## src/hdl/eeg_cfg_pkg.sv

```systemverilog
// Output widths are fixed by the command word format and must not be changed on their own
`default_nettype none

package eeg_cfg_pkg;

    // ==============================
    // Memory configuration widths
    // ==============================
    // Bank index is 4 bits for every RAM and for the output mux
    localparam int bank_idx_w  = 4;

    // 4k activation, 8k weight and 1k output words
    localparam int aram_add_w  = 12;
    localparam int wram_add_w  = 13;
    localparam int oram_add_w  = 10;

    // ==============================
    // Layer configuration widths
    // ==============================
    localparam int conv_ich_w  = 8;
    localparam int conv_och_w  = 8;
    localparam int conv_len_w  = 10;
    // Factors are log2 coded, 1/2/4/8
    localparam int dila_fac_w  = 2;
    localparam int strd_fac_w  = 2;
    localparam int conv_wei_w  = 3;
    localparam int splt_len_w  = 8;
    localparam int pool_len_w  = oram_add_w;
    localparam int pool_fac_w  = 2;

    // RAM selects, start addresses and lengths
    typedef struct packed {
        logic [bank_idx_w-1:0] aram_idx;
        logic [bank_idx_w-1:0] wram_idx;
        logic [bank_idx_w-1:0] oram_idx;
        logic [bank_idx_w-1:0] omux_idx;
        logic [aram_add_w-1:0] aram_add;
        logic [aram_add_w-1:0] aram_len;
        logic [wram_add_w-1:0] wram_add;
        logic [wram_add_w-1:0] wram_len;
        logic [oram_add_w-1:0] oram_add;
        logic [oram_add_w-1:0] oram_len;
    } mem_cfg_t;

    // Feature switches of the datapath
    typedef struct packed {
        logic relu;
        logic splt;
        logic comb;
        logic flag;
        logic maxp;
        logic avgp;
        logic resn;
        logic flag_vld;
        logic stat_vld;
        logic wbuf;
    } layer_flags_t;

    typedef struct packed {
        logic [conv_ich_w-1:0] conv_ich;
        logic [conv_och_w-1:0] conv_och;
        logic [conv_len_w-1:0] conv_len;
        logic [dila_fac_w-1:0] dila_fac;
        logic [strd_fac_w-1:0] strd_fac;
        logic [conv_wei_w-1:0] conv_wei;
        logic [splt_len_w-1:0] splt_len;
        logic [pool_len_w-1:0] pool_len;
        logic [pool_fac_w-1:0] pool_fac;
        layer_flags_t          flags;
    } layer_cfg_t;

endpackage

`default_nettype wire

```

## src/hdl/eeg_cmd_pkg.sv

```systemverilog
// Fixed 32-bit command word with the opcode in bits 3:0; opcodes 9 to 11 are reserved and carry no fields
`default_nettype none

package eeg_cmd_pkg;

    // ==============================
    // Command word
    // ==============================
    localparam int cmd_word_w = 32;
    localparam int opcode_w   = 4;
    localparam int lsb_opcode = 0;

    typedef logic [cmd_word_w-1:0] cmd_word_t;

    // Action opcodes first, then the info opcodes that only load fields
    typedef enum logic [opcode_w-1:0] {
        op_itoa  = 4'd0,
        op_itow  = 4'd1,
        op_otoa  = 4'd2,
        op_atow  = 4'd3,
        op_wtoa  = 4'd4,
        op_conv  = 4'd5,
        op_pool  = 4'd6,
        op_stat  = 4'd7,
        op_read  = 4'd8,
        inf_conv = 4'd12,
        inf_aram = 4'd13,
        inf_wram = 4'd14,
        inf_oram = 4'd15
    } opcode_t;

    // ==============================
    // Field positions (low bit)
    // ==============================
    // ITOA, also OTOA/ATOW/WTOA/READ for the activation bank
    localparam int lsb_aram_idx  = 16;
    localparam int lsb_aram_add  = 20;
    localparam int lsb_aram_len  = 4;

    // ITOW
    localparam int wram_sel_w    = 2;
    localparam int lsb_wram_sel  = 17;
    localparam int lsb_wram_add  = 19;
    localparam int lsb_wram_len  = 4;

    // OTOA
    localparam int lsb_omux_idx  = 12;
    localparam int lsb_oram_idx  = 8;
    localparam int lsb_splt_len  = 24;
    localparam int bit_relu      = 20;
    localparam int bit_splt      = 21;
    localparam int bit_comb      = 22;
    localparam int bit_flag      = 23;

    // ATOW, WTOA and READ
    localparam int lsb_wram_idx  = 12;

    // CONV
    localparam int lsb_strd_fac  = 4;
    localparam int lsb_dila_fac  = 6;
    localparam int lsb_conv_wei  = 8;
    localparam int bit_conv_mode = 11;

    // POOL
    localparam int lsb_pool_len  = 4;
    localparam int lsb_pool_fac  = 14;
    localparam int bit_maxp      = 16;
    localparam int bit_avgp      = 17;

    // INF_CONV and INF_ORAM
    localparam int lsb_conv_ich  = 4;
    localparam int lsb_conv_och  = 12;
    localparam int lsb_conv_len  = 20;
    localparam int lsb_oram_add  = 22;
    localparam int lsb_oram_len  = 4;

    // One strobe per opcode, set only for a valid command
    typedef struct packed {
        logic inf_oram;
        logic inf_wram;
        logic inf_aram;
        logic inf_conv;
        logic read;
        logic stat;
        logic pool;
        logic conv;
        logic wtoa;
        logic atow;
        logic otoa;
        logic itow;
        logic itoa;
    } op_hit_t;

    typedef struct packed {
        logic read;
        logic stat;
        logic pool;
        logic conv;
        logic wtoa;
        logic atow;
        logic otoa;
        logic itow;
        logic itoa;
    } act_ena_t;

endpackage

`default_nettype wire
```

## src/hdl/eeg_cmd_top.sv

```systemverilog
// One command per cycle with no back-pressure; all outputs update one cycle after cmd_vld
`default_nettype none
`timescale 1ns/10ps

module eeg_cmd_top (
    input  wire                         clk,
    input  wire                         rst_n,
    input  wire                         cmd_vld,
    input  wire eeg_cmd_pkg::cmd_word_t cmd_dat,
    output logic                        info_vld,
    output eeg_cmd_pkg::act_ena_t       info_cmd,
    output eeg_cmd_pkg::act_ena_t       act_ena,
    output eeg_cfg_pkg::mem_cfg_t       mem_cfg,
    output eeg_cfg_pkg::layer_cfg_t     layer_cfg
);

    import eeg_cmd_pkg::*;

    opcode_t cmd_op;
    op_hit_t hit;

    // Low nibble of the command word
    assign cmd_op = opcode_t'(cmd_dat[lsb_opcode +: opcode_w]);

    // ==============================
    // Decoder and register banks
    // ==============================
    eeg_op_decode eeg_op_decode_i (
        .clk      (clk),
        .rst_n    (rst_n),
        .cmd_vld  (cmd_vld),
        .cmd_op   (cmd_op),
        .hit      (hit),
        .act_ena  (act_ena),
        .info_vld (info_vld)
    );

    eeg_mem_cfg eeg_mem_cfg_i (
        .clk     (clk),
        .rst_n   (rst_n),
        .hit     (hit),
        .cmd_dat (cmd_dat),
        .mem_cfg (mem_cfg)
    );

    eeg_layer_cfg eeg_layer_cfg_i (
        .clk       (clk),
        .rst_n     (rst_n),
        .hit       (hit),
        .cmd_dat   (cmd_dat),
        .layer_cfg (layer_cfg)
    );

    // Info vector reports the registered enables
    assign info_cmd = act_ena;

endmodule

`default_nettype wire

```

## src/hdl/eeg_layer_cfg.sv

```systemverilog
// Loads on decoder hits only; CONV bit 11 sets resn, flag_vld, stat_vld and wbuf together
`default_nettype none
`timescale 1ns/10ps

module eeg_layer_cfg (
    input  wire                     clk,
    input  wire                     rst_n,
    input  wire eeg_cmd_pkg::op_hit_t   hit,
    input  wire eeg_cmd_pkg::cmd_word_t cmd_dat,
    output eeg_cfg_pkg::layer_cfg_t layer_cfg
);

    import eeg_cmd_pkg::*;
    import eeg_cfg_pkg::*;

    logic conv_mode;

    // Single mode bit drives the residual path, flag and stat capture and the weight buffer
    assign conv_mode = cmd_dat[bit_conv_mode];

    always_ff @(posedge clk or negedge rst_n) begin
        if (!rst_n) begin
            layer_cfg <= '0;
        end else begin
            // ==============================
            // Convolution shape
            // ==============================
            if (hit.inf_conv) begin
                layer_cfg.conv_ich <= cmd_dat[lsb_conv_ich +: conv_ich_w];
                layer_cfg.conv_och <= cmd_dat[lsb_conv_och +: conv_och_w];
                layer_cfg.conv_len <= cmd_dat[lsb_conv_len +: conv_len_w];
            end

            // Stride, dilation and weight width
            if (hit.conv) begin
                layer_cfg.strd_fac       <= cmd_dat[lsb_strd_fac +: strd_fac_w];
                layer_cfg.dila_fac       <= cmd_dat[lsb_dila_fac +: dila_fac_w];
                layer_cfg.conv_wei       <= cmd_dat[lsb_conv_wei +: conv_wei_w];
                layer_cfg.flags.resn     <= conv_mode;
                layer_cfg.flags.flag_vld <= conv_mode;
                layer_cfg.flags.stat_vld <= conv_mode;
                layer_cfg.flags.wbuf     <= conv_mode;
            end

            // ==============================
            // Split and output flags
            // ==============================
            if (hit.otoa) begin
                layer_cfg.splt_len   <= cmd_dat[lsb_splt_len +: splt_len_w];
                layer_cfg.flags.relu <= cmd_dat[bit_relu];
                layer_cfg.flags.splt <= cmd_dat[bit_splt];
                layer_cfg.flags.comb <= cmd_dat[bit_comb];
                layer_cfg.flags.flag <= cmd_dat[bit_flag];
            end

            // ==============================
            // Pooling
            // ==============================
            // Max and average bits are independent, both may be set
            if (hit.pool) begin
                layer_cfg.pool_len   <= cmd_dat[lsb_pool_len +: pool_len_w];
                layer_cfg.pool_fac   <= cmd_dat[lsb_pool_fac +: pool_fac_w];
                layer_cfg.flags.maxp <= cmd_dat[bit_maxp];
                layer_cfg.flags.avgp <= cmd_dat[bit_avgp];
            end
        end
    end

endmodule

`default_nettype wire

```

## src/hdl/eeg_mem_cfg.sv

```systemverilog
// Loads on decoder hits only; at most one hit is expected per cycle so load order is irrelevant
`default_nettype none
`timescale 1ns/10ps

module eeg_mem_cfg (
    input  wire                     clk,
    input  wire                     rst_n,
    input  wire eeg_cmd_pkg::op_hit_t   hit,
    input  wire eeg_cmd_pkg::cmd_word_t cmd_dat,
    output eeg_cfg_pkg::mem_cfg_t   mem_cfg
);

    import eeg_cmd_pkg::*;
    import eeg_cfg_pkg::*;

    logic [wram_sel_w-1:0] wram_sel;
    logic [bank_idx_w-1:0] wram_sel_hot;
    logic                  ld_aram_idx;
    logic                  ld_wram_num;
    logic                  ld_oram_idx;
    logic                  ld_aram_rng;
    logic                  ld_wram_rng;

    // ==============================
    // Load conditions
    // ==============================
    assign ld_aram_idx = hit.itoa | hit.otoa | hit.atow | hit.wtoa | hit.read;
    assign ld_wram_num = hit.atow | hit.wtoa | hit.read;
    assign ld_oram_idx = hit.otoa | hit.stat | hit.read;
    // ITOA and INF_ARAM share the same address and length fields
    assign ld_aram_rng = hit.itoa | hit.inf_aram;
    assign ld_wram_rng = hit.itow | hit.inf_wram;

    // ITOW gives a 2-bit selector, one weight bank per code
    assign wram_sel     = cmd_dat[lsb_wram_sel +: wram_sel_w];
    assign wram_sel_hot = {{(bank_idx_w-1){1'b0}}, 1'b1} << wram_sel;

    // ==============================
    // Registers
    // ==============================
    always_ff @(posedge clk or negedge rst_n) begin
        if (!rst_n) begin
            mem_cfg <= '0;
        end else begin
            // Bank selects
            if (ld_aram_idx) begin
                mem_cfg.aram_idx <= cmd_dat[lsb_aram_idx +: bank_idx_w];
            end
            if (hit.itow) begin
                mem_cfg.wram_idx <= wram_sel_hot;
            end else if (ld_wram_num) begin
                mem_cfg.wram_idx <= cmd_dat[lsb_wram_idx +: bank_idx_w];
            end
            if (ld_oram_idx) begin
                mem_cfg.oram_idx <= cmd_dat[lsb_oram_idx +: bank_idx_w];
            end
            if (hit.otoa) begin
                mem_cfg.omux_idx <= cmd_dat[lsb_omux_idx +: bank_idx_w];
            end

            // Activation RAM window
            if (ld_aram_rng) begin
                mem_cfg.aram_add <= cmd_dat[lsb_aram_add +: aram_add_w];
                mem_cfg.aram_len <= cmd_dat[lsb_aram_len +: aram_add_w];
            end

            // Weight RAM window
            if (ld_wram_rng) begin
                mem_cfg.wram_add <= cmd_dat[lsb_wram_add +: wram_add_w];
                mem_cfg.wram_len <= cmd_dat[lsb_wram_len +: wram_add_w];
            end

            // Output RAM window, only set by INF_ORAM
            if (hit.inf_oram) begin
                mem_cfg.oram_add <= cmd_dat[lsb_oram_add +: oram_add_w];
                mem_cfg.oram_len <= cmd_dat[lsb_oram_len +: oram_add_w];
            end
        end
    end

endmodule

`default_nettype wire

```

## src/hdl/eeg_op_decode.sv

```systemverilog
// Hits are combinational from cmd_vld and the opcode; enables and info valid follow one cycle later
`default_nettype none
`timescale 1ns/10ps

module eeg_op_decode (
    input  wire                  clk,
    input  wire                  rst_n,
    input  wire                  cmd_vld,
    input  wire eeg_cmd_pkg::opcode_t cmd_op,
    output eeg_cmd_pkg::op_hit_t hit,
    output eeg_cmd_pkg::act_ena_t act_ena,
    output logic                 info_vld
);

    import eeg_cmd_pkg::*;

    act_ena_t act_nxt;

    // ==============================
    // Opcode to hit strobes
    // ==============================
    always_comb begin
        hit = '0;
        if (cmd_vld) begin
            case (cmd_op)
                op_itoa:  hit.itoa     = 1'b1;
                op_itow:  hit.itow     = 1'b1;
                op_otoa:  hit.otoa     = 1'b1;
                op_atow:  hit.atow     = 1'b1;
                op_wtoa:  hit.wtoa     = 1'b1;
                op_conv:  hit.conv     = 1'b1;
                op_pool:  hit.pool     = 1'b1;
                op_stat:  hit.stat     = 1'b1;
                op_read:  hit.read     = 1'b1;
                inf_conv: hit.inf_conv = 1'b1;
                inf_aram: hit.inf_aram = 1'b1;
                inf_wram: hit.inf_wram = 1'b1;
                inf_oram: hit.inf_oram = 1'b1;
                // Reserved opcodes 9 to 11
                default:  hit = '0;
            endcase
        end
    end

    // Action part of the hits, all zero for info and reserved opcodes
    assign act_nxt = {hit.read, hit.stat, hit.pool, hit.conv, hit.wtoa,
                      hit.atow, hit.otoa, hit.itow, hit.itoa};

    // ==============================
    // Enables and info strobe
    // ==============================
    always_ff @(posedge clk or negedge rst_n) begin
        if (!rst_n) begin
            act_ena  <= '0;
            info_vld <= 1'b0;
        end else begin
            info_vld <= cmd_vld;
            // Every valid command reloads, so an info command clears the enables
            if (cmd_vld) begin
                act_ena <= act_nxt;
            end
        end
    end

endmodule

`default_nettype wire

```

## config.mk

```make
export PLATFORM = sky130hd
export DESIGN_NAME = eeg_cmd_top
export DESIGN_NICKNAME = d
export VERILOG_FILES = /design/src/hdl/eeg_cfg_pkg.sv /design/src/hdl/eeg_cmd_pkg.sv /design/src/hdl/eeg_cmd_top.sv /design/src/hdl/eeg_layer_cfg.sv /design/src/hdl/eeg_mem_cfg.sv /design/src/hdl/eeg_op_decode.sv
export SDC_FILE = /design/constraint.sdc
export NUM_CORES = 1
export LEC_CHECK = 0
export ABC_AREA = 1
export ABC_CLOCK_PERIOD_IN_PS = 2100
export BUFFER_PORTS_ARGS = -buffer_cell sky130_fd_sc_hd__buf_2
export CORE_MARGIN = 5
export CORE_UTILIZATION = 40
export CTS_CLUSTER_DIAMETER = 50
export DETAILED_ROUTE_END_ITERATION = 10
export GPL_ROUTABILITY_DRIVEN = 1
export PLACE_DENSITY_LB_ADDON = 0.12
export SKIP_LAST_GASP = 1
export SYNTH_ARGS = -nofsm -noshare
export SYNTH_HDL_FRONTEND = slang
export SYNTH_HIERARCHICAL = 1
export SYNTH_SLANG_ARGS = --single-unit
```

## constraint.sdc

```tcl
create_clock -name clk -period 2.1 [get_ports clk]
set_clock_uncertainty 0.15 [all_clocks]
set_input_delay 0.42 -clock clk [delete_from_list [all_inputs] [get_ports clk]]
set_output_delay 0.42 -clock clk [all_outputs]
set_load 0.005 [all_outputs]
```

==> metrics.txt <==
design area=7949 um^2; Critical Path Fanout Max=50; endpoint class of the critical path=flop; Core Box Area=15150 um^2; wirelength, routed=17010 um; layout cells sized above 1=0.3001; total CTS buffers=17; RSZ-0062 raised after global routing=no; CTS Root Cell=clkbuf_16; Final HPWL DP=12590 um; sequential-to-total area share from yosys stat=0.6323; Util after Layout=0.5248; LEAKAGE=0.004587 uW; Mapped Cells=674; Clock Sinks=156; Critical Path AT=1.87 ns; first-pass GRT wire length=26880 um; VDD IR-drop max=0.0005133 V; initial core utilization=0.4076; HP Class=in -> reg; Crit Path Class=in -> reg; gp weighted congestion=0.8561; initial antenna violation count=0; number of DRC markers in iteration 0=282; Routed WL per cell=15.89 um; Final setup viols=0; row cnt=45; ANT cells=0; DR pass1 iterations=5; grt total ovfl=0; Mapped Area=6173 um^2; Die ar.=18020 um^2; Synth Area per Inst=9.159 um^2; PwrDens=1123 nW/um^2; gr usage total=0.1903; setup_tns=0 ns; Vias/cell=4.751; Die H=134.2 um; Least-Margin Pin Slew=0.9862 ns; commonest non-fill, non-tap cell in the layout=nand2_1; Synth Warn #=6; Final Hold Fails=0; post-route ant nets=0; synthesized flop and latch total=156; TritonCTS clock tree=yes; vias in the first global route=5043; H-tree levels=4; I/O pin count=203; slew margin rel.=0.3410; final critical-path share of the clock period=0.8422; placed instance area=7292 um^2; Max Slew Vio Count=0; clock latency on the worst-skew pair=0.42 ns; Post-route DRC=0; PortBufs=202; CP Launch Type=input port; via count=5088; max-cap viol count=0; fmax=565.4 MHz; Net count, final=906; WP data required=2.20 ns; min Tclk post-route=1.769 ns; Max Root-Sink Buffers=2; status=finished, final reports clean; largest net degree at the start of global routing=53; area grow syn2layout=28.76%; most frequent cells in the layout=nand2_1 (284), buf_2 (201), dfrtp_1 (156), inv_1 (43), o21ai_0 (39); syn_nets=709; CTS clk-pin slew, worst paths=0.06 ns; Unique masters post-synth=20; Die W=134.2 um
==> Yosys cell counts <==
| library cell | number | area share |
|---|---|---|
| nand4_1 | 8 | 0.0081 |
| nor2_2 | 6 | 0.0061 |
| a21oi_1 | 24 | 0.019 |
| clkbuf_1 | 4 | 0.0024 |
| nand2_1 | 284 | 0.17 |
| inv_4 | 1 | 0.0010 |
| o21bai_1 | 2 | 0.0024 |
| inv_2 | 5 | 0.0030 |
| nor2_1 | 35 | 0.021 |
| nand2_2 | 1 | 0.0010 |
| buf_6 | 7 | 0.013 |
| nor2_4 | 2 | 0.0036 |
| dfrtp_1 | 156 | 0.63 |
| inv_1 | 43 | 0.026 |
| nand3_1 | 16 | 0.013 |
| nand3_2 | 1 | 0.0016 |
| buf_4 | 22 | 0.027 |
| buf_2 | 7 | 0.0057 |
| o21ai_0 | 39 | 0.032 |
| o21ai_1 | 11 | 0.0089 |
==> metal layers <==
layer	global-route usage	vias up	wire (um)
met5	0	-	0
met1	0.2531	2408	7430
li1	-	2470	-
met3	0.05926	24	1378
met2	0.2950	186	7840
met4	0.06900	0	365
==> stage by stage <==
| stage | worst slack, ns | hold slack, ns | total power (uW) | std cells |
|---|---|---|---|---|
| finish | 0.3314 | 0.09044 | 8929 | 1071 |
| global route | 0.08165 | 0.08941 | 9429 | 1071 |
| CTS | 0.3113 | 0.07523 | 9050 | 1071 |
| detailed placement | -0.1297 | 0.1844 | 5661 | 1039 |
| global placement | -0.05063 | 0.1776 | 5605 | 1039 |
| floorplan | 0.5675 | -0.02559 | 4645 | 674 |
==> final cells by class <==
class / instances / area [um^2]
sequential: 156 / 3904
clock buffer: 20 / 456.7
tap: 188 / 235.2
timing repair buffer: 218 / 1177
inverter: 49 / 186.4
multi-input combinational: 429 / 1799
fill: 1465 / 7197
clock inverter: 11 / 190.2
==> flip-flops by register name, summed over array words and instances, names as in the netlist <==
| register | flops |
|---|---|
| eeg_op_decode_i/act_ena | 9 |
| eeg_layer_cfg_i/layer_cfg | 60 |
| eeg_mem_cfg_i/mem_cfg | 86 |
| eeg_op_decode_i/info_vld | 1 |
==> report_power, final <==
group / switching, uW / internal [uW]
Combinational: 839 / 731
Sequential: 367 / 3630
Clock: 1190 / 2170
==> critical path, cell delays in order <==
cell and delay [ns]:
buf_2 0.14, nand2_1 0.08, inv_2 0.04, nand2_2 0.09, nor2_1 0.10, nor2_4 0.75
o21ai_0 0.22
==> repair_timing <==
item                       CTS  global route
resized for setup            0             0
hold buffers                 1             0
hold endpoints to repair    27             0
setup endpoints to repair    0             0
buffers inserted             0             0
==> logic make-up after synthesis <==
logic type / count (synthesis) / synth area share
flip-flops: 156 / 0.6323
AO/OA/AOI/OAI: 76 / 0.06242
AND/OR/NAND/NOR: 353 / 0.2274
buffers and inverters: 89 / 0.07783
==> worst paths after layout <==
check,endpoint,start,cells after the start,slack [ns]
hold reg to reg,eeg_layer_cfg_i/layer_cfg[15],eeg_layer_cfg_i/layer_cfg[15],2,0.31
max in group asynchronous,eeg_mem_cfg_i/mem_cfg[45],rst_n,3,0.89
min in group asynchronous,eeg_op_decode_i/act_ena[4],rst_n,2,0.31
setup reg to reg,eeg_op_decode_i/act_ena[5],eeg_op_decode_i/act_ena[5],3,1.20
hold / removal,eeg_layer_cfg_i/layer_cfg[23],cmd_dat[25],3,0.09
setup / recovery,eeg_mem_cfg_i/mem_cfg[28],cmd_vld,7,0.33
Note: power is estimated with default switching activity, not from simulation.
